===== src/source/line_buffer_consts.svh =====
`ifndef LINE_BUFFER_CONSTS_SVH
`define LINE_BUFFER_CONSTS_SVH

// ==================================================
// Line buffer geometry
// ==================================================

// Number of lines held in the RAM
`define LB_NUM_LINES 128

// Width of one line in bits
`define LB_LINE_BITS 256

// Smallest writable unit, one byte
`define LB_WRITE_BITS 8

// Wishbone data bus width
`define LB_WORD_BITS 32

`endif


===== src/source/bus_pkg.sv =====
`default_nettype none

`include "line_buffer_consts.svh"

package bus_pkg;

    // Byte lanes on the Wishbone data bus
    localparam int WB_SEL_BITS = `LB_WORD_BITS / `LB_WRITE_BITS;

    localparam int WORDS_PER_LINE = `LB_LINE_BITS / `LB_WORD_BITS;
    localparam int WORD_OFF_BITS  = $clog2(WORDS_PER_LINE);

    // Word address is line index on top, word offset below
    localparam int WB_ADR_BITS = $clog2(`LB_NUM_LINES) + WORD_OFF_BITS;

    typedef logic [WB_ADR_BITS-1:0]   wb_adr_t;
    typedef logic [`LB_WORD_BITS-1:0] wb_dat_t;
    typedef logic [WB_SEL_BITS-1:0]   wb_sel_t;
    typedef logic [WORD_OFF_BITS-1:0] word_off_t;

endpackage

`default_nettype wire


===== src/source/mem_pkg.sv =====
`default_nettype none

`include "line_buffer_consts.svh"

package mem_pkg;

    // ==================================================
    // Derived line memory counts
    // ==================================================

    localparam int LINE_IDX_BITS = $clog2(`LB_NUM_LINES);

    // One mask bit per writable byte of a line
    localparam int LINE_BYTES = `LB_LINE_BITS / `LB_WRITE_BITS;

    // ==================================================
    // Line memory types
    // ==================================================

    typedef logic [LINE_IDX_BITS-1:0] line_idx_t;

    typedef logic [`LB_LINE_BITS-1:0] line_t;

    typedef logic [LINE_BYTES-1:0] line_mask_t;

endpackage

`default_nettype wire


===== src/source/wb_word_port.sv =====
`timescale 1ns/1ps
`default_nettype none

module wb_word_port (
    input  wire                  clk,
    input  wire                  arst_n,
    // Wishbone classic slave
    input  wire                  wb_cyc,
    input  wire                  wb_stb,
    input  wire                  wb_we,
    input  wire bus_pkg::wb_adr_t wb_adr,
    input  wire bus_pkg::wb_dat_t wb_dat_w,
    input  wire bus_pkg::wb_sel_t wb_sel,
    output logic                 wb_ack,
    output bus_pkg::wb_dat_t     wb_dat_r,
    // RAM port 0
    output logic                 p0_en,
    output logic                 p0_we,
    output mem_pkg::line_idx_t   p0_addr,
    output mem_pkg::line_t       p0_wdata,
    output mem_pkg::line_mask_t  p0_mask,
    input  wire mem_pkg::line_t  p0_rdata
);

    import bus_pkg::*;
    import mem_pkg::*;

    logic      req;
    logic      busy_1;
    logic      busy_2;
    word_off_t off;
    word_off_t off_q;

    // ==================================================
    // Request decode
    // ==================================================

    assign off = word_off_t'(wb_adr);

    // Issue only once per strobe, blocked until the ack cycle has passed
    assign req = wb_cyc && wb_stb && !busy_1 && !busy_2;

    assign p0_en   = req;
    assign p0_we   = wb_we;
    assign p0_addr = line_idx_t'(wb_adr >> WORD_OFF_BITS);

    // Same word in every slot, the mask picks the target slot
    assign p0_wdata = {WORDS_PER_LINE{wb_dat_w}};
    assign p0_mask  = line_mask_t'(wb_sel) << (off * WB_SEL_BITS);

    // ==================================================
    // Busy pipeline and ack
    // ==================================================

    always_ff @(posedge clk or negedge arst_n) begin
        if (!arst_n) begin
            busy_1 <= 1'b0;
            busy_2 <= 1'b0;
        end else begin
            busy_1 <= req;
            busy_2 <= busy_1;
        end
    end

    // Offset kept for the read word select
    always_ff @(posedge clk) begin
        if (req) begin
            off_q <= off;
        end
    end

    // RAM data is valid in the second cycle after the request
    assign wb_ack   = busy_2 && wb_cyc && wb_stb;
    assign wb_dat_r = p0_rdata[off_q * $bits(wb_dat_t) +: $bits(wb_dat_t)];

endmodule

`default_nettype wire

===== config.mk =====
export PLATFORM = sky130hd
export DESIGN_NAME = wb_word_port
export DESIGN_NICKNAME = d
export VERILOG_FILES = /design/src/source/bus_pkg.sv /design/src/source/mem_pkg.sv /design/src/source/wb_word_port.sv
export VERILOG_INCLUDE_DIRS = /design/src /design/src/source
export SDC_FILE = /design/constraint.sdc
export NUM_CORES = 1
export LEC_CHECK = 0
export BUFFER_PORTS_ARGS = -buffer_cell sky130_fd_sc_hd__buf_2
export CAP_MARGIN = 0
export CORE_AREA = 3 3 247 249
export DETAILED_ROUTE_END_ITERATION = 7
export DIE_AREA = 0 0 250 252
export HOLD_SLACK_MARGIN = 0.1
export PLACE_DENSITY = 0.3
export SYNTH_ARGS = -nofsm -noshare
export SYNTH_HDL_FRONTEND = slang
export SYNTH_SLANG_ARGS = --single-unit

===== constraint.sdc =====
create_clock -name clk -period 2.1 [get_ports clk]
set_input_delay 0.21 -clock clk [delete_from_list [all_inputs] [get_ports clk]]
set_output_delay 0.21 -clock clk [all_outputs]
set_load 0.02 [all_outputs]

==> flow_metrics.py, run 1 <==
metrics = {
    "status": {
        "status": "complete, but fails checks",
        "violations": "negative setup slack",
    },
    "drt": {
        "drc": 0,
        "drtIter0Drc": 136,
        "vias": 3518,
        "routedWlPerCell_um": 20.5,
        "antenna_left": 0,
        "wirelength_mm": 26.4,
        "first_pass_iters": 4,
        "via_per_inst": 2.73,
    },
    "layout": {
        "final_common_cell": "buf_2",
        "final_area_um2": 5680,
        "drive_above_1_share_pct": 89.5,
        "finalNonFillerCells": 1287,
        "syn2layout_area_growth_pct": 28.7,
        "most-common-layout-cells": "buf_2 (301), mux4_2 (63), nor2_1 (32), buf_6 (31), mux2_4 (30)",
        "final_nets": 821,
        "fillers": 6855,
    },
    "power": {
        "clkPwrFrac_pct": 19.7,
        "p_comb_share_pct": 73.1,
        "power.density_nw_per_um2": 278,
        "switching_share_pct": 36.0,
        "p_seq_share_pct": 7.2,
        "p_total_uw": 1580,
        "ir_drop_v": 0.000223,
        "intPower_uw": 1010,
        "p_switching_uw": 569,
        "power_leakage_uw": 0.00252,
    },
    "critical_path": {
        "cp.arrival_ns": 2.02,
        "setup.worst_path.start_class": "flop",
        "crit_top_cell": "buf_6",
        "required_ns": 1.89,
        "critPathBufInv": 4,
        "end_kind": "output pin",
        "crit_family": "multiplexers",
        "critical_path_class": "reg -> out",
        "cp_max_fo": 5,
        "path_cells": "buf_6, clkbuf_16, buf_8, mux4_2, mux2_4, buf_6",
        "worst_path_max_delay_cell": "mux4_2",
        "max_stage_delay_ns": 0.50,
    },
    "synthesis": {
        "synth_top_area_share_pct": 44.9,
        "synth_seq_cells": 5,
        "ys_seq_area_share_pct": 3.18,
        "avgSynthCellArea_um2": 10.2,
        "yosysTopAreaCell": "buf_4",
        "synth_warnings": 0,
        "synth.area.top_cells": "buf_4 (45%), mux4_1 (24%), mux4_2 (12%)",
        "syn_area_um2": 4410,
        "synthCells": 433,
        "ys_types": 16,
        "syn-num-nets": 740,
    },
    "worst_hold_path": {
        "min_path_type": "in -> reg",
    },
    "global_routing": {
        "track_usage_pct": 7.56,
        "grt_max_degree": 33,
        "grt_pass1_wl_mm": 33.8,
        "overflow": 0,
        "grt_pass1_vias": 3927,
        "antenna_found_initial": 15,
    },
    "placement": {
        "post_dp_cell_area_um2": 5110,
        "dp_cells": 1268,
        "place_congestion": 0.882,
        "place_hpwl_mm": 22.7,
        "placement.io_buffers": 332,
    },
    "clock_tree": {
        "clock-sinks": 5,
        "cts-root-buf": "clkbuf_16",
        "path_clk_slew_ns": 0.03,
        "h-tree-depth": 1,
        "cts_buffer_depth": 2,
        "cts_buffers": 3,
        "clkLatencyLatePin_ns": 0.23,
        "cts_tree": "yes",
    },
    "timing": {
        "setup_tns_ns": -2.21,
        "fin_ws_ns": -0.129,
        "finalSetupViolCount": 32,
        "fmax_ghz": 0.449,
        "slew_headroom_pct": 67.0,
        "finalHoldViolCount": 0,
        "finClkSkew_ns": 0.00108,
        "rsz0062_at_grt": "yes",
        "post-route-min-period_ns": 2.23,
        "worstMarginPinSlew_ns": 0.496,
        "period_share_pct": 106,
        "final_max_slew_viol_count": 0,
    },
    "floorplan": {
        "row_count": 89,
        "die_w_um": 250,
        "start_util_pct": 7.49,
        "core_area_um2": 58900,
        "chipHeight_um": 252,
        "ios": 637,
        "dieArea_um2": 63000,
    },
    "job": {
        "cap_violations": 0,
    },
}
==> kinds of logic after synthesis <==
logic type	share of synthesized area (%)
buffers and inverters	48.1
multiplexers	44.3
AND/OR/NAND/NOR	4.48
flip-flops	3.18
==> metrics by stage <==
step	setup slack [ns]	hold slack, ns	util, %
final	-0.129	0.233	9.64
after detailed placement	0.000961	-0.00380	8.67
after global placement	0.0285	-0.00264	8.67
after global routing	-0.181	0.242	9.63
after floorplan	0.399	-0.0856	-
after CTS	-0.160	0.232	9.32
==> path summary, 6_finish.rpt <==
check                                        start            endpoint  slack (ns)  cells past startpoint
worst max-delay path            off_q[0]$_DFFE_PP_        wb_dat_r[19]       -0.13                      6
worst min-delay path                     wb_adr[1]  off_q[1]$_DFFE_PP_        0.23                      1
worst max register to register    busy_2$_DFF_PN0_  off_q[0]$_DFFE_PP_        1.08                      2
worst min register to register    busy_1$_DFF_PN0_    busy_2$_DFF_PN0_        0.38                      0
max in group asynchronous                   arst_n    busy_2$_DFF_PN0_        1.65                      2
min in group asynchronous                   arst_n    busy_1$_DFF_PN0_        0.35                      2
==> worst register-to-register path, cell delays in order, from the launching register on <==
cell	delay, ns
dfrtp_1	0.37
nor3_1	0.19
buf_4	0.17
==> flip-flops by register name, indices dropped and copies added, names as in the netlist <==
| name | count |
|---|---|
| busy_1 | 1 |
| busy_2 | 1 |
| off_q | 3 |
==> final cells by class <==
cell class | instances | area (um2) | area share, %
sequential | 5 | 140 | 2.47
multi-input combinational | 143 | 2120 | 37.3
tap | 773 | 967 | 17.0
clock buffer | 4 | 78.8 | 1.39
timing repair buffer | 361 | 2370 | 41.8
antenna | 1 | 2.50 | 0.0441
==> Yosys cell counts <==
cell and count:
or2_2 1, clkbuf_1 5, edfxtp_1 3, nand2b_1 6, dfrtp_1 2, mux4_2 24
nand2_1 6, nor3_1 1, buf_4 264, mux2_2 32, and3_1 1, buf_6 7
buf_2 6, buf_1 3, mux4_1 40, nor2_1 32
==> power groups by stage <==
stage / Sequential (uW) / Combinational, uW / Clock, uW
2_1_floorplan: 113 / 1170 / 0
3_3_place_gp: 115 / 942 / 0
3_5_place_dp: 115 / 946 / 0
4_1_cts: 113 / 1100 / 315
5_1_grt: 114 / 1220 / 324
6_report: 113 / 1150 / 311
==> routing by layer <==
layer | global-route usage, % | wire length (um)
met4 | 2.93 | 1300
met2 | 14.7 | 13800
met1 | 7.14 | 8480
met3 | 2.82 | 2760
met5 | 0 | 49
==> timing repair <==
item | CTS | global route
hold buffers | 1 | 0
endpoints found under the setup margin | 31 | 32
resized for setup | 106 | 47
gates cloned | 4 | 4
hold endpoints to repair | 2 | 0
setup buffers | 3 | 2
No activity file was read; power rests on OpenSTA's default activity.
==> run 2: changes to the inputs <==
--- a/config.mk
+++ b/config.mk
@@ -12,6 +12,7 @@
 export DETAILED_ROUTE_END_ITERATION = 7
 export DIE_AREA = 0 0 250 252
 export HOLD_SLACK_MARGIN = 0.1
+export MAX_ROUTING_LAYER = met4
 export PLACE_DENSITY = 0.3
 export SYNTH_ARGS = -nofsm -noshare
 export SYNTH_HDL_FRONTEND = slang
==> run 2 against run 1 <==
  * Sequential power barely moved
  * The flow still finishes with violations (negative setup slack)
  * Flip-flop and latch count did not move
  * Highest routed layer is now met4
  * Via count barely moved
  * Sequential share of layout area barely moved
==> flow_metrics.py, run 2 (synthesized netlist as in run 1, its figures left out) <==
metrics = {
    "timing": {
        "final_max_slew_viol_count": 0,
        "finalHoldViolCount": 0,
        "fin_ws_ns": -0.117,
        "slew_headroom_pct": 64.6,
        "finalSetupViolCount": 32,
        "period_share_pct": 106,
        "rsz0062_at_grt": "yes",
        "setup_tns_ns": -2.02,
        "finClkSkew_ns": 0.000761,
        "worstMarginPinSlew_ns": 0.532,
        "fmax_ghz": 0.451,
        "post-route-min-period_ns": 2.22,
    },
    "power": {
        "ir_drop_v": 0.000223,
        "power.density_nw_per_um2": 277,
        "power_leakage_uw": 0.00250,
        "p_total_uw": 1570,
    },
    "critical_path": {
        "cp_max_fo": 5,
        "cp.arrival_ns": 2.01,
        "end_kind": "output pin",
        "critical_path_class": "reg -> out",
        "setup.worst_path.start_class": "flop",
        "required_ns": 1.89,
    },
    "global_routing": {
        "antenna_found_initial": 15,
        "use_met2_pct": 14.7,
        "grt-busiest-layer": "met2",
        "track_usage_pct": 7.79,
        "overflow": 0,
        "met1_usage_pct": 7.19,
        "grt_pass1_vias": 3928,
        "met3_usage_pct": 2.74,
        "grt_max_degree": 33,
        "grt_pass1_wl_mm": 33.8,
    },
    "drt": {
        "via_per_inst": 2.72,
        "drtIter0Drc": 158,
        "first_pass_iters": 5,
        "wirelength_mm": 26.3,
        "vias": 3521,
        "drc": 0,
        "antenna_left": 0,
        "routedWlPerCell_um": 20.4,
    },
    "layout": {
        "fillers": 6857,
        "register_area_um2": 140,
        "final_nets": 821,
        "multi_input_area_um2": 2100,
        "drive_above_1_share_pct": 89.5,
        "final_common_cell": "buf_2",
        "largest_register_ffs": 3,
        "regMostFlops": "off_q",
        "largestRegisters": "off_q: 3 flops, busy_1: 1 flops, busy_2: 1 flops",
        "syn2layout_area_growth_pct": 28.7,
        "most-common-layout-cells": "buf_2 (302), mux4_2 (63), nor2_1 (32), buf_6 (30), mux2_4 (27)",
    },
    "clock_tree": {
        "h-tree-depth": 1,
        "clkLatencyLatePin_ns": 0.23,
        "cts_buffers": 3,
        "cts_buffer_depth": 2,
        "clock-sinks": 5,
        "cts-root-buf": "clkbuf_16",
        "cts_tree": "yes",
        "path_clk_slew_ns": 0.03,
    },
    "job": {
        "cap_violations": 0,
    },
    "placement": {
        "place_hpwl_mm": 22.7,
        "placement.io_buffers": 332,
        "place_congestion": 0.897,
    },
    "worst_hold_path": {
        "min_path_type": "in -> reg",
    },
    "floorplan": {
        "row_count": 89,
        "dieArea_um2": 63000,
        "start_util_pct": 7.49,
        "ios": 637,
        "core_area_um2": 58900,
        "die_w_um": 250,
        "chipHeight_um": 252,
    },
    "status": {
        "status": "complete, but fails checks",
        "violations": "negative setup slack",
    },
}
[run 2: changes by cell type in the layout (fill, tap and decap cells not counted)]
cell     before  now
diode_2       1    7
mux2_2        2    5
mux2_4       30   27
buf_2       301  302
buf_6        31   30
[run 2: final timing paths]
kind	startpoint	endpoint	slack, ns	depth (start not counted)
max	off_q[0]$_DFFE_PP_	wb_dat_r[19]	-0.12	6
min	wb_adr[1]	off_q[1]$_DFFE_PP_	0.23	1
max reg2reg	busy_2$_DFF_PN0_	off_q[2]$_DFFE_PP_	1.08	2
min reg2reg	busy_1$_DFF_PN0_	busy_2$_DFF_PN0_	0.38	0
max in group asynchronous	arst_n	busy_2$_DFF_PN0_	1.66	2
min in group asynchronous	arst_n	busy_1$_DFF_PN0_	0.35	2
[run 2: metal layers]
| metal | vias up | share of wire, % |
|---|---|---|
| met5 | - | 0 |
| met4 | 0 | 4.3 |
| met3 | 106 | 9.4 |
| met2 | 299 | 53 |
| met1 | 1695 | 33 |
| li1 | 1421 | - |
[run 2: worst max-delay path, cell delays in order (launching register included)]
cell and delay [ns]:
edfxtp_1 0.33, buf_6 0.16, clkbuf_16 0.18, buf_8 0.13
mux4_2 0.50, mux2_4 0.33, buf_6 0.14
[run 2: what timing repair did]
action,4_1_cts,5_1_grt
hold buffers,1,0
cloned,4,4
resized for setup,106,42
buffers inserted,3,2
endpoints found under the hold margin,2,0
endpoints found under the setup margin,31,32
[run 2: report_power, final]
group	switching [uW]	internal [uW]
clock	61.1	252
combinational	504	642
sequential	2.71	111
total	568	1000
[run 2: metrics by stage]
step	utilization, %	setup WS [ns]	area, um2	hold WS [ns]	std cells
finish	9.63	-0.117	5680	0.230	1293
global route	9.62	-0.181	5670	0.242	1290
CTS	9.32	-0.160	5490	0.232	1280
detailed placement	8.67	0.000961	5110	-0.00380	1268
global placement	8.67	0.0285	5110	-0.00264	1268
floorplan	-	0.399	4410	-0.0856	433
[run 2: cell type report]
| class | instances | share of cell area, % |
|---|---|---|
| sequential | 5 | 2.47 |
| timing repair buffer | 361 | 41.7 |
| multi-input combinational | 143 | 37.1 |
| clock buffer | 4 | 1.39 |
| tap | 773 | 17.0 |
| antenna | 7 | 0.309 |
