===== config.mk =====
export PLATFORM = sky130hd
export DESIGN_NAME = line_read_port
export DESIGN_NICKNAME = d
export VERILOG_FILES = /design/src/source/mem_pkg.sv /design/src/source/line_read_port.sv
export VERILOG_INCLUDE_DIRS = /design/src /design/src/source
export SDC_FILE = /design/constraint.sdc
export NUM_CORES = 1
export LEC_CHECK = 0
export BUFFER_PORTS_ARGS = -buffer_cell sky130_fd_sc_hd__buf_4
export CAP_MARGIN = 10
export CORE_AREA = 2 2 205 207
export DETAILED_ROUTE_END_ITERATION = 7
export DIE_AREA = 0 0 207 209
export PLACE_DENSITY = 0.74
export SYNTH_ARGS = -nofsm -noshare
export SYNTH_HDL_FRONTEND = slang
export SYNTH_SLANG_ARGS = --single-unit

===== constraint.sdc =====
create_clock -name clk -period 17.2 [get_ports clk]
set_clock_uncertainty 0.2 [all_clocks]
set_input_delay 1.72 -clock clk [delete_from_list [all_inputs] [get_ports clk]]
set_output_delay 1.72 -clock clk [all_outputs]
set_load 0.03 [all_outputs]

===== src/source/line_buffer_consts.svh =====
`ifndef LINE_BUFFER_CONSTS_SVH
`define LINE_BUFFER_CONSTS_SVH

// ==================================================
// Line buffer geometry
// ==================================================

// Number of lines held in the RAM
`define LB_NUM_LINES 128

// Width of one line in bits
`define LB_LINE_BITS 256

// Smallest writable unit, one byte
`define LB_WRITE_BITS 8

// Wishbone data bus width
`define LB_WORD_BITS 32

`endif


===== src/source/mem_pkg.sv =====
`default_nettype none

`include "line_buffer_consts.svh"

package mem_pkg;

    // ==================================================
    // Derived line memory counts
    // ==================================================

    localparam int LINE_IDX_BITS = $clog2(`LB_NUM_LINES);

    // One mask bit per writable byte of a line
    localparam int LINE_BYTES = `LB_LINE_BITS / `LB_WRITE_BITS;

    // ==================================================
    // Line memory types
    // ==================================================

    typedef logic [LINE_IDX_BITS-1:0] line_idx_t;

    typedef logic [`LB_LINE_BITS-1:0] line_t;

    typedef logic [LINE_BYTES-1:0] line_mask_t;

endpackage

`default_nettype wire


===== src/source/line_read_port.sv =====
`timescale 1ns/1ps
`default_nettype none

module line_read_port (
    input  wire                     clk,
    input  wire                     arst_n,
    // Line request stream
    input  wire                     line_req,
    input  wire mem_pkg::line_idx_t line_addr,
    output logic                    line_req_ready,
    // Line response stream
    output logic                    line_valid,
    output mem_pkg::line_t          line_data,
    input  wire                     line_ready,
    // RAM port 1
    output logic                    p1_en,
    output mem_pkg::line_idx_t      p1_addr,
    input  wire mem_pkg::line_t     p1_rdata
);

    import mem_pkg::*;

    logic       accept;
    logic       rd_s1;
    logic       rd_s2;
    logic [1:0] credit_used;
    logic       push;
    logic       pop;
    line_t      fifo_mem [2];
    logic       wr_ptr;
    logic       rd_ptr;
    logic [1:0] fifo_cnt;

    // ==================================================
    // Request side
    // ==================================================

    // Reads in flight plus held lines never exceed the FIFO depth
    assign credit_used    = 2'(rd_s1) + 2'(rd_s2) + fifo_cnt;
    assign line_req_ready = credit_used < 2'd2;
    assign accept         = line_req && line_req_ready;

    assign p1_en   = accept;
    assign p1_addr = line_addr;

    always_ff @(posedge clk or negedge arst_n) begin
        if (!arst_n) begin
            rd_s1 <= 1'b0;
            rd_s2 <= 1'b0;
        end else begin
            rd_s1 <= accept;
            rd_s2 <= rd_s1;
        end
    end

    // ==================================================
    // Holding FIFO
    // ==================================================

    // p1_rdata is valid in the cycle rd_s2 is set
    assign push = rd_s2;
    assign pop  = line_valid && line_ready;

    always_ff @(posedge clk) begin
        if (push) begin
            fifo_mem[wr_ptr] <= p1_rdata;
        end
    end

    always_ff @(posedge clk or negedge arst_n) begin
        if (!arst_n) begin
            wr_ptr   <= 1'b0;
            rd_ptr   <= 1'b0;
            fifo_cnt <= 2'd0;
        end else begin
            if (push) wr_ptr <= !wr_ptr;
            if (pop)  rd_ptr <= !rd_ptr;
            case ({push, pop})
                2'b10:   fifo_cnt <= fifo_cnt + 2'd1;
                2'b01:   fifo_cnt <= fifo_cnt - 2'd1;
                default: fifo_cnt <= fifo_cnt;
            endcase
        end
    end

    assign line_valid = fifo_cnt != 2'd0;
    assign line_data  = fifo_mem[rd_ptr];

endmodule

`default_nettype wire


==> insert_results.sql, run 1 <==
INSERT INTO impl_metrics (metric_group, metric, value, unit) VALUES
('synth', 'synth_cell_types', '17', ''),
('hold_path', 'hold_start', 'rd_s1', ''),
('sta', 'final.period_utilization', '32.5', '%'),
('layout', 'layout.cells.most_common', 'buf_4', ''),
('floorplan', 'core_area', '41300', 'sq um'),
('floorplan', 'std_cell_rows', '75', ''),
('critical_path', 'critical-path-slowest-cell', 'buf_4', ''),
('status', 'status', 'finished clean', ''),
('place', 'dpl_wire_length', '28100', 'um'),
('floorplan', 'start_util', '48.0', '%'),
('clock_tree', 'htree_num_levels', '2', ''),
('critical_path', 'crit_arrival', '3.67', 'ns'),
('sta', 'max_slew_margin', '23.6', '%'),
('drt', 'finalWirelength', '41500', 'um'),
('drt', 'detail_route.wl_per_cell', '21.3', 'um'),
('pwr', 'p_clk_share', '22.0', '%'),
('critical_path', 'cp-start-kind', 'flip-flop', ''),
('pwr', 'net-switching-power', '1.64', 'mW'),
('sta', 'drv_slew', '0', ''),
('drt', 'drt_iter0_markers', '521', ''),
('drt', 'routed_via_density', '4.94', ''),
('sta', 'tightest_slew', '1.15', 'ns'),
('layout', 'finalNetCount', '1639', ''),
('sta', 'final-setup-viol-count', '0', ''),
('synth', 'number_of_nets_in_the_synthesized_netlist', '1095', ''),
('hold_path', 'hold_class', 'reg2reg', ''),
('drt', 'routed_vias', '9641', ''),
('clock_tree', 'clock_buffers_created_by_tritoncts', '52', ''),
('layout', 'postLayoutCoreUtil', '62.1', '%'),
('run', 'drv_cap', '0', ''),
('critical_path', 'r2r-start', 'wr_ptr', ''),
('clock_tree', 'worst_skew_pair.late_latency', '0.57', 'ns'),
('drt', 'antenna_violating_nets_post_route', '0', ''),
('clock_tree', 'cts_repair_resize_count', '0', ''),
('critical_path', 'cp.buffers_inverters', '3', ''),
('synth', 'synth.yosys.warnings', '0', ''),
('pwr', 'power_frac_comb', '40.5', '%'),
('pwr', 'power_density', '187', 'nW/um^2'),
('floorplan', 'fp.dieArea', '43300', 'sq um'),
('pwr', 'power.share.sequential', '37.5', '%'),
('synth', 'postSynthCellCount', '826', ''),
('clock_tree', 'root_buffer', 'clkbuf_16', ''),
('sta', 'period_minus_slack', '5.59', 'ns'),
('layout', 'area_delta_synth_final', '29.5', '%'),
('pwr', 'power.internal', '3.15', 'mW'),
('floorplan', 'vert_die_dim', '209', 'um'),
('place', 'number_of_port_buffers', '518', ''),
('clock_tree', 'clockBufferDepth', '3', ''),
('pwr', 'power.leakage', '10.2', 'nW'),
('critical_path', 'startpoint', 'rd_ptr', ''),
('drt', 'drc', '0', ''),
('pwr', 'sw_share', '34.3', '%'),
('clock_tree', 'worst_setup_hold_path_clk_slew', '0.06', 'ns'),
('critical_path', 'most_prevalent_standard_cell_on_the_critical_path', 'buf_4', ''),
('synth', 'avgSynthCellArea', '24.0', 'sq um'),
('critical_path', 'crit_path_max_incr_delay', '0.84', 'ns'),
('global_route', 'pin_count_of_the_biggest_net_entering_global_routing', '185', ''),
('layout', 'most-common-layout-cells', '524 x buf_4, 512 x edfxtp_1, 230 x mux2_4', ''),
('sta', 'fin_tns_setup', '0', 'ns'),
('clock_tree', 'total_number_of_clock_tree_sinks', '518', ''),
('critical_path', 'critical_path_required', '15.28', 'ns'),
('sta', 'grt_setup_unrepaired', 'false', ''),
('pwr', 'vdd_ir_drop_max', '160', 'uV'),
('clock_tree', 'clock_tree_from_tritoncts', 'built', ''),
('floorplan', 'design.portCount', '533', ''),
('clock_tree', 'cts_setup_buffers', '0', ''),
('sta', 'clock.fmax', '179', 'MHz'),
('critical_path', 'timing.critical_path.cells', 'buf_4, buf_4, mux2_2, buf_4', ''),
('global_route', 'globalRouteTotalUtil', '18.6', '%'),
('critical_path', 'worst_path_dominant_cell_family', 'buffers and inverters', ''),
('synth', 'synth-seq-area-share', '78.4', '%'),
('critical_path', 'critical_path_class', 'reg2out', ''),
('synth', 'synth.cell_area', '19800', 'sq um'),
('sta', 'hold_violations', '0', ''),
('clock_tree', 'cts_hold_buf', '0', ''),
('global_route', 'grt.overflow.total', '0', ''),
('drt', 'drtPass1Iterations', '4', ''),
('global_route', 'global_route_wire_length_before_repair', '60700', 'um'),
('global_route', 'number_of_antenna_violations_at_the_first_check_in_global_routing', '1', ''),
('place', 'globalplace.congestion', '0.803', ''),
('global_route', 'grt_pass1_vias', '10224', ''),
('layout', 'post_route_cells_drive_above_1_share', '60.9', '%'),
('synth', 'ys_seq_elements', '518', ''),
('floorplan', 'chipWidth', '207', 'um'),
('critical_path', 'timing.critical_path.to_type', 'output pin', ''),
('critical_path', 'path_max_fanout', '50', '');
==> sequential cells by signal (all words and copies together), names as in the netlist <==
register	count
push	1
wr_ptr	1
fifo_mem	512
fifo_cnt	2
rd_s1	1
rd_ptr	1
==> synthesized netlist by cell type, drive strengths merged <==
cell type	count	share of area [%]
edfxtp	512	78
mux2	256	19
buf	36	2.1
dfrtp	6	0.76
xor2	4	0.18
and2	3	0.095
ha	2	0.13
nor2	2	0.038
xnor2	2	0.088
a21oi	1	0.025
inv	1	0.019
or2	1	0.032
==> per-stage QoR <==
step / worst slack (ns) / hold WS [ns] / cell area (sq um) / power, mW / std cells
2_1_floorplan: 5.10 / 0.160 / 19800 / 3.29 / 826
3_3_place_gp: 12.27 / 0.177 / 24100 / 3.77 / 1855
3_5_place_dp: 12.20 / 0.181 / 24100 / 3.79 / 1855
4_1_cts: 11.57 / 0.195 / 25600 / 4.85 / 1950
5_1_grt: 11.44 / 0.218 / 25600 / 4.98 / 1951
6_report: 11.61 / 0.200 / 25600 / 4.80 / 1951
==> power by group through the flow <==
stage          Sequential, mW  Combinational (mW)  Clock [mW]
2_1_floorplan            1.89                1.40           0
4_1_cts                  1.80                1.97        1.08
3_5_place_dp             1.83                1.96           0
3_3_place_gp             1.81                1.95           0
6_report                 1.80                1.94        1.05
5_1_grt                  1.82                2.03        1.13
==> per-layer routing <==
layer | GRT usage [%] | share of wire [%]
met1 | 20.8 | 37
met2 | 31.7 | 50
met3 | 7.44 | 9.5
met4 | 7.66 | 3.2
met5 | 0 | 0
==> cells by family after synthesis <==
group           synth area share, %
buf+inv                        2.12
fa+ha+maj                     0.126
xor+xnor                      0.265
flops                          78.4
mux                            18.9
simple gates                  0.164
compound gates               0.0252
==> path summary, 6_finish.rpt <==
path | end | slack (ns) | cells past startpoint
max | line_data[253] | 11.61 | 4
min | push | 0.20 | 0
max reg2reg | fifo_mem[1][140] | 13.73 | 3
min reg2reg | push | 0.20 | 0
max in group asynchronous | rd_ptr | 15.90 | 1
min in group asynchronous | rd_ptr | 0.76 | 1
==> final cells by class <==
type                    instances  area, sq um
diodes                          1         2.50
flip-flops and latches        518        15500
inverters                       1         3.75
well taps                     539          674
multi-input cells             271         3870
clock inverters                31          226
fillers                      2924        15600
repair buffers                526         3970
clock buffers                  64         1370
(Power assumes the default switching activity.)
==> run 2: changes to the inputs <==
--- a/config.mk
+++ b/config.mk
@@ -8,10 +8,11 @@
 export LEC_CHECK = 0
 export BUFFER_PORTS_ARGS = -buffer_cell sky130_fd_sc_hd__buf_4
 export CAP_MARGIN = 10
-export CORE_AREA = 2 2 205 207
+export CORE_ASPECT_RATIO = 1.5
+export CORE_MARGIN = 2
+export CORE_UTILIZATION = 47
 export DETAILED_ROUTE_END_ITERATION = 7
-export DIE_AREA = 0 0 207 209
-export PLACE_DENSITY = 0.74
+export PLACE_DENSITY = 0.75
 export SYNTH_ARGS = -nofsm -noshare
 export SYNTH_HDL_FRONTEND = slang
 export SYNTH_SLANG_ARGS = --single-unit
==> constraint.sdc (replaced) <==
create_clock -name clk -period 4.8 [get_ports clk]
set_clock_uncertainty 0.2 [all_clocks]
set_input_delay 0.48 -clock clk [delete_from_list [all_inputs] [get_ports clk]]
set_output_delay 0.48 -clock clk [all_outputs]
set_load 0.03 [all_outputs]
==> run 2 against run 1 <==
Combinational power rose to 3.7 times the previous value. Sequential cell count unchanged. Sequential power grew to 3.6 times the previous value. Hold slack got worse by 0.14 ns. Die area is 1.3% higher. Routed wire length up 13%. Utilization grew 5.7 points. Via count is 13% higher. Final area rose by 11%. Power increased to 3.7 times the previous value. Critical path type unchanged.
==> insert_results.sql, run 2 (same netlist as run 1, synthesis figures left out) <==
INSERT INTO impl_metrics (metric_group, metric, value, unit) VALUES
('clock_tree', 'total_number_of_clock_tree_sinks', '518', ''),
('clock_tree', 'clockBufferDepth', '3', ''),
('drt', 'finalWirelength', '47000', 'um'),
('floorplan', 'design.portCount', '533', ''),
('layout', 'most-common-layout-cells', '525 x buf_4, 512 x edfxtp_1, 258 x dlygate4sd3_1', ''),
('critical_path', 'crit_arrival', '2.66', 'ns'),
('floorplan', 'std_cell_rows', '92', ''),
('clock_tree', 'cts_repair_resize_count', '0', ''),
('drt', 'routed_vias', '10907', ''),
('sta', 'clock.fmax', '300', 'MHz'),
('pwr', 'power_density', '620', 'nW/um^2'),
('run', 'drv_cap', '0', ''),
('place', 'globalplace.congestion', '0.788', ''),
('critical_path', 'critical_path_class', 'reg2out', ''),
('clock_tree', 'worst_skew_pair.late_latency', '0.55', 'ns'),
('sta', 'hold_violations', '0', ''),
('clock_tree', 'cts_setup_buffers', '0', ''),
('drt', 'route.top_layer_used', 'met5', ''),
('critical_path', 'r2r-start', 'push', ''),
('floorplan', 'chipWidth', '172', 'um'),
('layout', 'flip_flop_count_of_the_largest_register_all_copies_and_words_added', '512', ''),
('sta', 'period_minus_slack', '3.34', 'ns'),
('critical_path', 'critical_path_required', '4.12', 'ns'),
('pwr', 'vdd_ir_drop_max', '438', 'uV'),
('floorplan', 'start_util', '47.4', '%'),
('place', 'number_of_port_buffers', '518', ''),
('floorplan', 'core_area', '41800', 'sq um'),
('drt', 'drt_iter0_markers', '880', ''),
('clock_tree', 'root_buffer', 'clkbuf_16', ''),
('hold_path', 'hold_class', 'in2reg', ''),
('critical_path', 'path_max_fanout', '46', ''),
('clock_tree', 'clock_buffers_created_by_tritoncts', '47', ''),
('drt', 'routed_via_density', '4.88', ''),
('layout', 'top_register', 'fifo_mem', ''),
('sta', 'tightest_slew', '1.22', 'ns'),
('layout', 'reg.largest.list', 'fifo_mem (512), fifo_cnt (2)', ''),
('global_route', 'globalRouteTotalUtil', '20.9', '%'),
('drt', 'drc', '0', ''),
('hold_path', 'hold_start', 'line_ready', ''),
('global_route', 'pin_count_of_the_biggest_net_entering_global_routing', '92', ''),
('sta', 'finalHoldWorstSlack', '0.0616', 'ns'),
('layout', 'layout.cells.most_common', 'buf_4', ''),
('pwr', 'tot_pwr', '17.6', 'mW'),
('clock_tree', 'htree_num_levels', '2', ''),
('layout', 'area_delta_synth_final', '43.1', '%'),
('pwr', 'power.leakage', '11.2', 'nW'),
('layout', 'postLayoutCoreUtil', '67.8', '%'),
('floorplan', 'fp.dieArea', '43800', 'sq um'),
('global_route', 'grt.overflow.total', '0', ''),
('global_route', 'number_of_antenna_violations_at_the_first_check_in_global_routing', '10', ''),
('sta', 'final.period_utilization', '69.5', '%'),
('layout', 'post_route_cells_drive_above_1_share', '51.6', '%'),
('sta', 'grt_setup_unrepaired', 'false', ''),
('global_route', 'grt_pass1_vias', '11926', ''),
('clock_tree', 'clock_tree_from_tritoncts', 'built', ''),
('layout', 'finalNetCount', '1897', ''),
('critical_path', 'timing.critical_path.to_type', 'output pin', ''),
('status', 'status', 'finished clean', ''),
('clock_tree', 'worst_setup_hold_path_clk_slew', '0.06', 'ns'),
('drt', 'antenna_violating_nets_post_route', '0', ''),
('critical_path', 'startpoint', 'rd_ptr', ''),
('drt', 'detail_route.wl_per_cell', '21.0', 'um'),
('critical_path', 'cp-start-kind', 'flip-flop', ''),
('sta', 'drv_slew', '0', ''),
('drt', 'route.met3.wl', '3290', 'um'),
('floorplan', 'vert_die_dim', '255', 'um'),
('drt', 'dr_wl_met2', '25000', 'um'),
('sta', 'final-setup-viol-count', '0', ''),
('drt', 'wl_met1', '16100', 'um'),
('sta', 'max_slew_margin', '18.6', '%'),
('global_route', 'global_route_wire_length_before_repair', '68600', 'um'),
('place', 'dpl_wire_length', '29700', 'um'),
('drt', 'drtPass1Iterations', '4', '');
## run 2: final timing paths
path,depth (start not counted),slack [ns],to
worst max-delay path,3,1.46,line_data[166]
worst max register to register,4,2.45,fifo_mem[0][122]
worst min register to register,0,0.18,push
worst min-delay path,3,0.06,rd_ptr
min in group asynchronous,2,0.11,fifo_cnt[1]
max in group asynchronous,2,4.17,rd_ptr
## run 2: routing by layer
metal,GRT usage [%],vias up
li1,-,4890
met1,22.2,5420
met2,37.3,461
met3,5.02,130
met4,11.9,6
met5,0,-
## run 2: worst max-delay path, stage by stage (launching register included)
cell and delay [ns]:
dfrtp_4 1.00, buf_4 0.55, mux2_4 0.34, buf_4 0.17
## run 2: cell type report
type / count / area, sq um
antenna: 7 / 17.5
clock buffer: 56 / 1210
clock inverter: 30 / 363
fill: 2585 / 13400
inverter: 1 / 3.75
multi-input combinational: 271 / 3870
sequential: 518 / 15500
tap: 564 / 706
timing repair buffer: 789 / 6640
## run 2: where the power goes
| group | switching [mW] | internal, mW |
|---|---|---|
| logic | 4.10 | 3.13 |
| clock network | 1.61 | 2.24 |
| registers | 0.353 | 6.13 |
| total | 6.06 | 11.5 |
## run 2: what timing repair did
item | in CTS | in global routing
setup endpoints to repair | 0 | 0
endpoints found under the hold margin | 519 | 0
hold buffers | 258 | 0
## run 2: stage by stage
step	cell area (sq um)	std cells	TNS [ns]	setup slack [ns]
3_3_place_gp	24200	1885	0	2.06
5_1_grt	28300	2235	0	1.34
3_5_place_dp	24200	1885	0	2.02
2_1_floorplan	19800	826	-10.08	-0.0394
6_report	28300	2236	0	1.46
4_1_cts	28300	2229	0	1.42
==> run 3: changes to the inputs <==
--- a/config.mk
+++ b/config.mk
@@ -6,13 +6,13 @@
 export SDC_FILE = /design/constraint.sdc
 export NUM_CORES = 1
 export LEC_CHECK = 0
+export ABC_AREA = 1
 export BUFFER_PORTS_ARGS = -buffer_cell sky130_fd_sc_hd__buf_4
 export CAP_MARGIN = 10
-export CORE_ASPECT_RATIO = 1.5
 export CORE_MARGIN = 2
 export CORE_UTILIZATION = 47
 export DETAILED_ROUTE_END_ITERATION = 7
-export PLACE_DENSITY = 0.75
+export PLACE_DENSITY = 0.76
 export SYNTH_ARGS = -nofsm -noshare
 export SYNTH_HDL_FRONTEND = slang
 export SYNTH_SLANG_ARGS = --single-unit
==> constraint.sdc (replaced) <==
create_clock -name clk -period 2.7 [get_ports clk]
set_clock_uncertainty 0.2 [all_clocks]
set_input_delay 0.27 -clock clk [delete_from_list [all_inputs] [get_ports clk]]
set_output_delay 0.27 -clock clk [all_outputs]
set_load 0.03 [all_outputs]
==> run 3 against run 2 <==
Sequential cell count unchanged. Largest cell class unchanged. Critical path depth increased by 2. Final cell count increased by 23%. Sequential power increased by 81%. Utilization increased by 1.9 points. Critical path type unchanged. Final area decreased by 1.8%. Via count increased by 29%. Register-to-register slack got worse by 1.6 ns. First-iteration DRC count increased by 20%.
==> insert_results.sql, run 3 <==
INSERT INTO impl_metrics (metric_group, metric, value, unit) VALUES
('critical_path', 'crit_path_max_incr_delay', '0.54', 'ns'),
('status', 'status', 'finished clean', ''),
('layout', 'finalNetCount', '2449', ''),
('critical_path', 'startpoint', 'rd_ptr', ''),
('floorplan', 'vert_die_dim', '205', 'um'),
('synth', 'synth_simple_gate_area_share', '15.5', '%'),
('synth', 'synth_compound_area_share', '0', '%'),
('drt', 'routed_vias', '14117', ''),
('critical_path', 'critical-path-slowest-cell', 'dfrtp_4', ''),
('drt', 'routed_via_density', '5.12', ''),
('sta', 'hold_violations', '0', ''),
('critical_path', 'critical_path_class', 'reg2out', ''),
('sta', 'grt_setup_unrepaired', 'true', ''),
('global_route', 'global_route_wire_length_before_repair', '82800', 'um'),
('drt', 'drc', '0', ''),
('critical_path', 'worst-r2r-setup-slack', '0.85', 'ns'),
('drt', 'finalWirelength', '56400', 'um'),
('floorplan', 'chipWidth', '205', 'um'),
('place', 'globalplace.congestion', '0.874', ''),
('clock_tree', 'htree_num_levels', '2', ''),
('global_route', 'grt.overflow.total', '0', ''),
('synth', 'synth-edff-count', '512', ''),
('floorplan', 'start_util', '47.8', '%'),
('layout', 'layout.cells.non_filler', '2756', ''),
('synth', 'synth_adder_area_share', '0.131', '%'),
('sta', 'tightest_slew', '0.541', 'ns'),
('drt', 'antenna_violating_nets_post_route', '0', ''),
('global_route', 'pin_count_of_the_biggest_net_entering_global_routing', '91', ''),
('layout', 'top_register', 'fifo_mem', ''),
('layout', 'most-common-layout-cells', '780 x nand2_1, 529 x buf_4, 512 x edfxtp_1', ''),
('floorplan', 'std_cell_rows', '73', ''),
('synth', 'dominantRegCellSynth', 'edfxtp_1', ''),
('layout', 'layout.cells.most_common', 'nand2_1', ''),
('critical_path', 'r2r-start', 'push', ''),
('synth', 'post_synth_xor_area_fraction', '0.0919', '%'),
('layout', 'flip_flop_count_of_the_largest_register_all_copies_and_words_added', '512', ''),
('sta', 'timing.final.ws_setup', '0.0746', 'ns'),
('sta', 'final-setup-viol-count', '0', ''),
('synth', 'synth_area_leaders', 'edfxtp_1 81%, nand2_1 15%, buf_4 0.95%', ''),
('synth', 'synth_cell_types', '15', ''),
('critical_path', 'timing.critical_path.cells', 'buf_16, buf_16, nand2_1, nand2_1, buf_4', ''),
('drt', 'drtPass1Iterations', '5', ''),
('floorplan', 'core_area', '39900', 'sq um'),
('pwr', 'power.share.sequential', '35.5', '%'),
('clock_tree', 'cts_setup_buffers', '0', ''),
('layout', 'post_route_cells_drive_above_1_share', '28.1', '%'),
('hold_path', 'hold_class', 'reg2reg', ''),
('drt', 'detail_route.wl_per_cell', '20.5', 'um'),
('synth', 'async_reset_ff_share', '1.16', '%'),
('global_route', 'number_of_antenna_violations_at_the_first_check_in_global_routing', '6', ''),
('layout', 'reg.largest.list', 'fifo_mem (512), fifo_cnt (2)', ''),
('pwr', 'tot_pwr', '33.0', 'mW'),
('clock_tree', 'root_buffer', 'clkbuf_16', ''),
('clock_tree', 'total_number_of_clock_tree_sinks', '518', ''),
('synth', 'yosys-top-cells-count', '781 x nand2_1, 512 x edfxtp_1, 24 x buf_4, 23 x buf_2, 16 x buf_6', ''),
('synth', 'number_of_nets_in_the_synthesized_netlist', '1653', ''),
('sta', 'max_slew_margin', '63.9', '%'),
('critical_path', 'critical_path_required', '2.23', 'ns'),
('synth', 'postSynthCellCount', '1384', ''),
('critical_path', 'timing.critical_path.to_type', 'output pin', ''),
('global_route', 'grt_pass1_vias', '14624', ''),
('sta', 'clock.fmax', '381', 'MHz'),
('pwr', 'vdd_ir_drop_max', '1050', 'uV'),
('synth', 'synth-seq-area-share', '81.4', '%'),
('sta', 'period_minus_slack', '2.63', 'ns'),
('sta', 'final.period_utilization', '97.2', '%'),
('clock_tree', 'clockBufferDepth', '3', ''),
('pwr', 'sw_share', '40.8', '%'),
('hold_path', 'hold_start', 'rd_s1', ''),
('synth', 'synth.cell_area', '19100', 'sq um'),
('layout', 'area_delta_synth_final', '46.0', '%'),
('pwr', 'net-switching-power', '13.4', 'mW'),
('clock_tree', 'clock_tree_from_tritoncts', 'built', ''),
('synth', 'synth.mux.area_fraction', '0', '%'),
('pwr', 'power_frac_comb', '43.4', '%'),
('critical_path', 'cp-start-kind', 'flip-flop', ''),
('sta', 'fin_tns_setup', '0', 'ns'),
('synth', 'synth.yosys.warnings', '0', ''),
('pwr', 'power.internal', '19.5', 'mW'),
('clock_tree', 'clock_buffers_created_by_tritoncts', '53', ''),
('drt', 'drt_iter0_markers', '1058', ''),
('critical_path', 'path_max_fanout', '45', ''),
('global_route', 'globalRouteTotalUtil', '26.0', '%'),
('synth', 'ys_seq_elements', '518', ''),
('layout', 'postLayoutCoreUtil', '69.7', '%'),
('synth', 'netlist.area_leader.share', '80.7', '%'),
('synth', 'synth_top_family_by_area', 'simple AND/OR/NAND/NOR gates', ''),
('clock_tree', 'worst_skew_pair.late_latency', '0.58', 'ns'),
('place', 'dpl_wire_length', '32300', 'um'),
('place', 'post-place-ws', '0.551', 'ns'),
('floorplan', 'design.portCount', '533', ''),
('pwr', 'p_clk_share', '21.1', '%'),
('synth', 'avgSynthCellArea', '13.8', 'sq um'),
('critical_path', 'crit_arrival', '2.16', 'ns'),
('place', 'number_of_port_buffers', '518', ''),
('pwr', 'power.leakage', '11.8', 'nW'),
('run', 'drv_cap', '0', ''),
('synth', 'synth_most_common_cell', 'nand2_1', ''),
('clock_tree', 'worst_setup_hold_path_clk_slew', '0.06', 'ns'),
('floorplan', 'fp.dieArea', '42200', 'sq um'),
('sta', 'drv_slew', '0', ''),
('pwr', 'power_density', '1180', 'nW/um^2'),
('place', 'place.detailed.instances', '2388', ''),
('synth', 'synth_top_cell_by_area', 'edfxtp_1', '');
-- run 3: cell count changes after synthesis, sizes merged --
cell,delta
nand2,+781
mux2,-256
buf,+28
inv,+10
and2,-3
nand3,+3
xor2,-3
a21oi,-1
nand4,+1
or2,-1
xnor2,-1
-- run 3: cell families (layout without fill, tap and decap cells) --
logic type	after synthesis	in the layout
DFF	518	518
adders and majority gates	2	2
xor gates and xnor gates	2	2
other	0	7
and+or+nand+nor	787	787
buffers and inverters	75	915
-- run 3: critical path: cells and delay by family, from the launching register on --
family,cells,cell delay [ns]
buffers and inverters,3,0.71
DFF,1,0.54
and+or+nand+nor,2,0.22
-- run 3: worst paths after layout --
| kind | end | cells past startpoint |
|---|---|---|
| worst min-delay path | push | 0 |
| worst max-delay path | line_data[90] | 5 |
| worst min register to register | push | 0 |
| min in group asynchronous | rd_ptr | 3 |
| worst max register to register | fifo_mem[0][62] | 4 |
| max in group asynchronous | rd_ptr | 3 |
-- run 3: per-stage QoR --
stage,hold slack (ns),cell area [sq um]
global placement,-0.112,23500
floorplan,-0.226,19100
global route,0.187,27800
detailed placement,-0.111,23500
CTS,0.173,27800
finish,0.195,27800
-- run 3: layout make-up --
class,count,area (sq um)
inverters,11,57.6
clock inverters,38,240
flip-flops and latches,518,15500
fillers,2340,12100
multi-input cells,791,3010
well taps,525,657
clock buffers,61,1400
diodes,7,17.5
repair buffers,805,6920
-- run 3: per-layer routing --
metal | track usage, % | vias to the layer above | wire length (um)
met1 | 30.4 | 6768 | 19900
li1 | - | 6261 | -
met3 | 7.67 | 190 | 5840
met4 | 12.6 | 0 | 2760
met2 | 44.2 | 898 | 27900
met5 | 0 | - | 0
-- run 3: power by group through the flow --
| stage | combinational [mW] | sequential, mW | clock, mW |
|---|---|---|---|
| 2_1_floorplan | 8.37 | 11.9 | 0 |
| 3_3_place_gp | 13.4 | 11.7 | 0 |
| 3_5_place_dp | 13.5 | 11.8 | 0 |
| 4_1_cts | 14.1 | 11.7 | 6.98 |
| 5_1_grt | 15.1 | 11.8 | 7.34 |
| 6_report | 14.3 | 11.7 | 6.95 |
-- run 3: repair_timing --
item,in CTS,in global routing
cloned,2,0
endpoints found under the hold margin,521,0
hold buffers,260,0
endpoints found under the setup margin,130,80
gates resized for setup,4,4
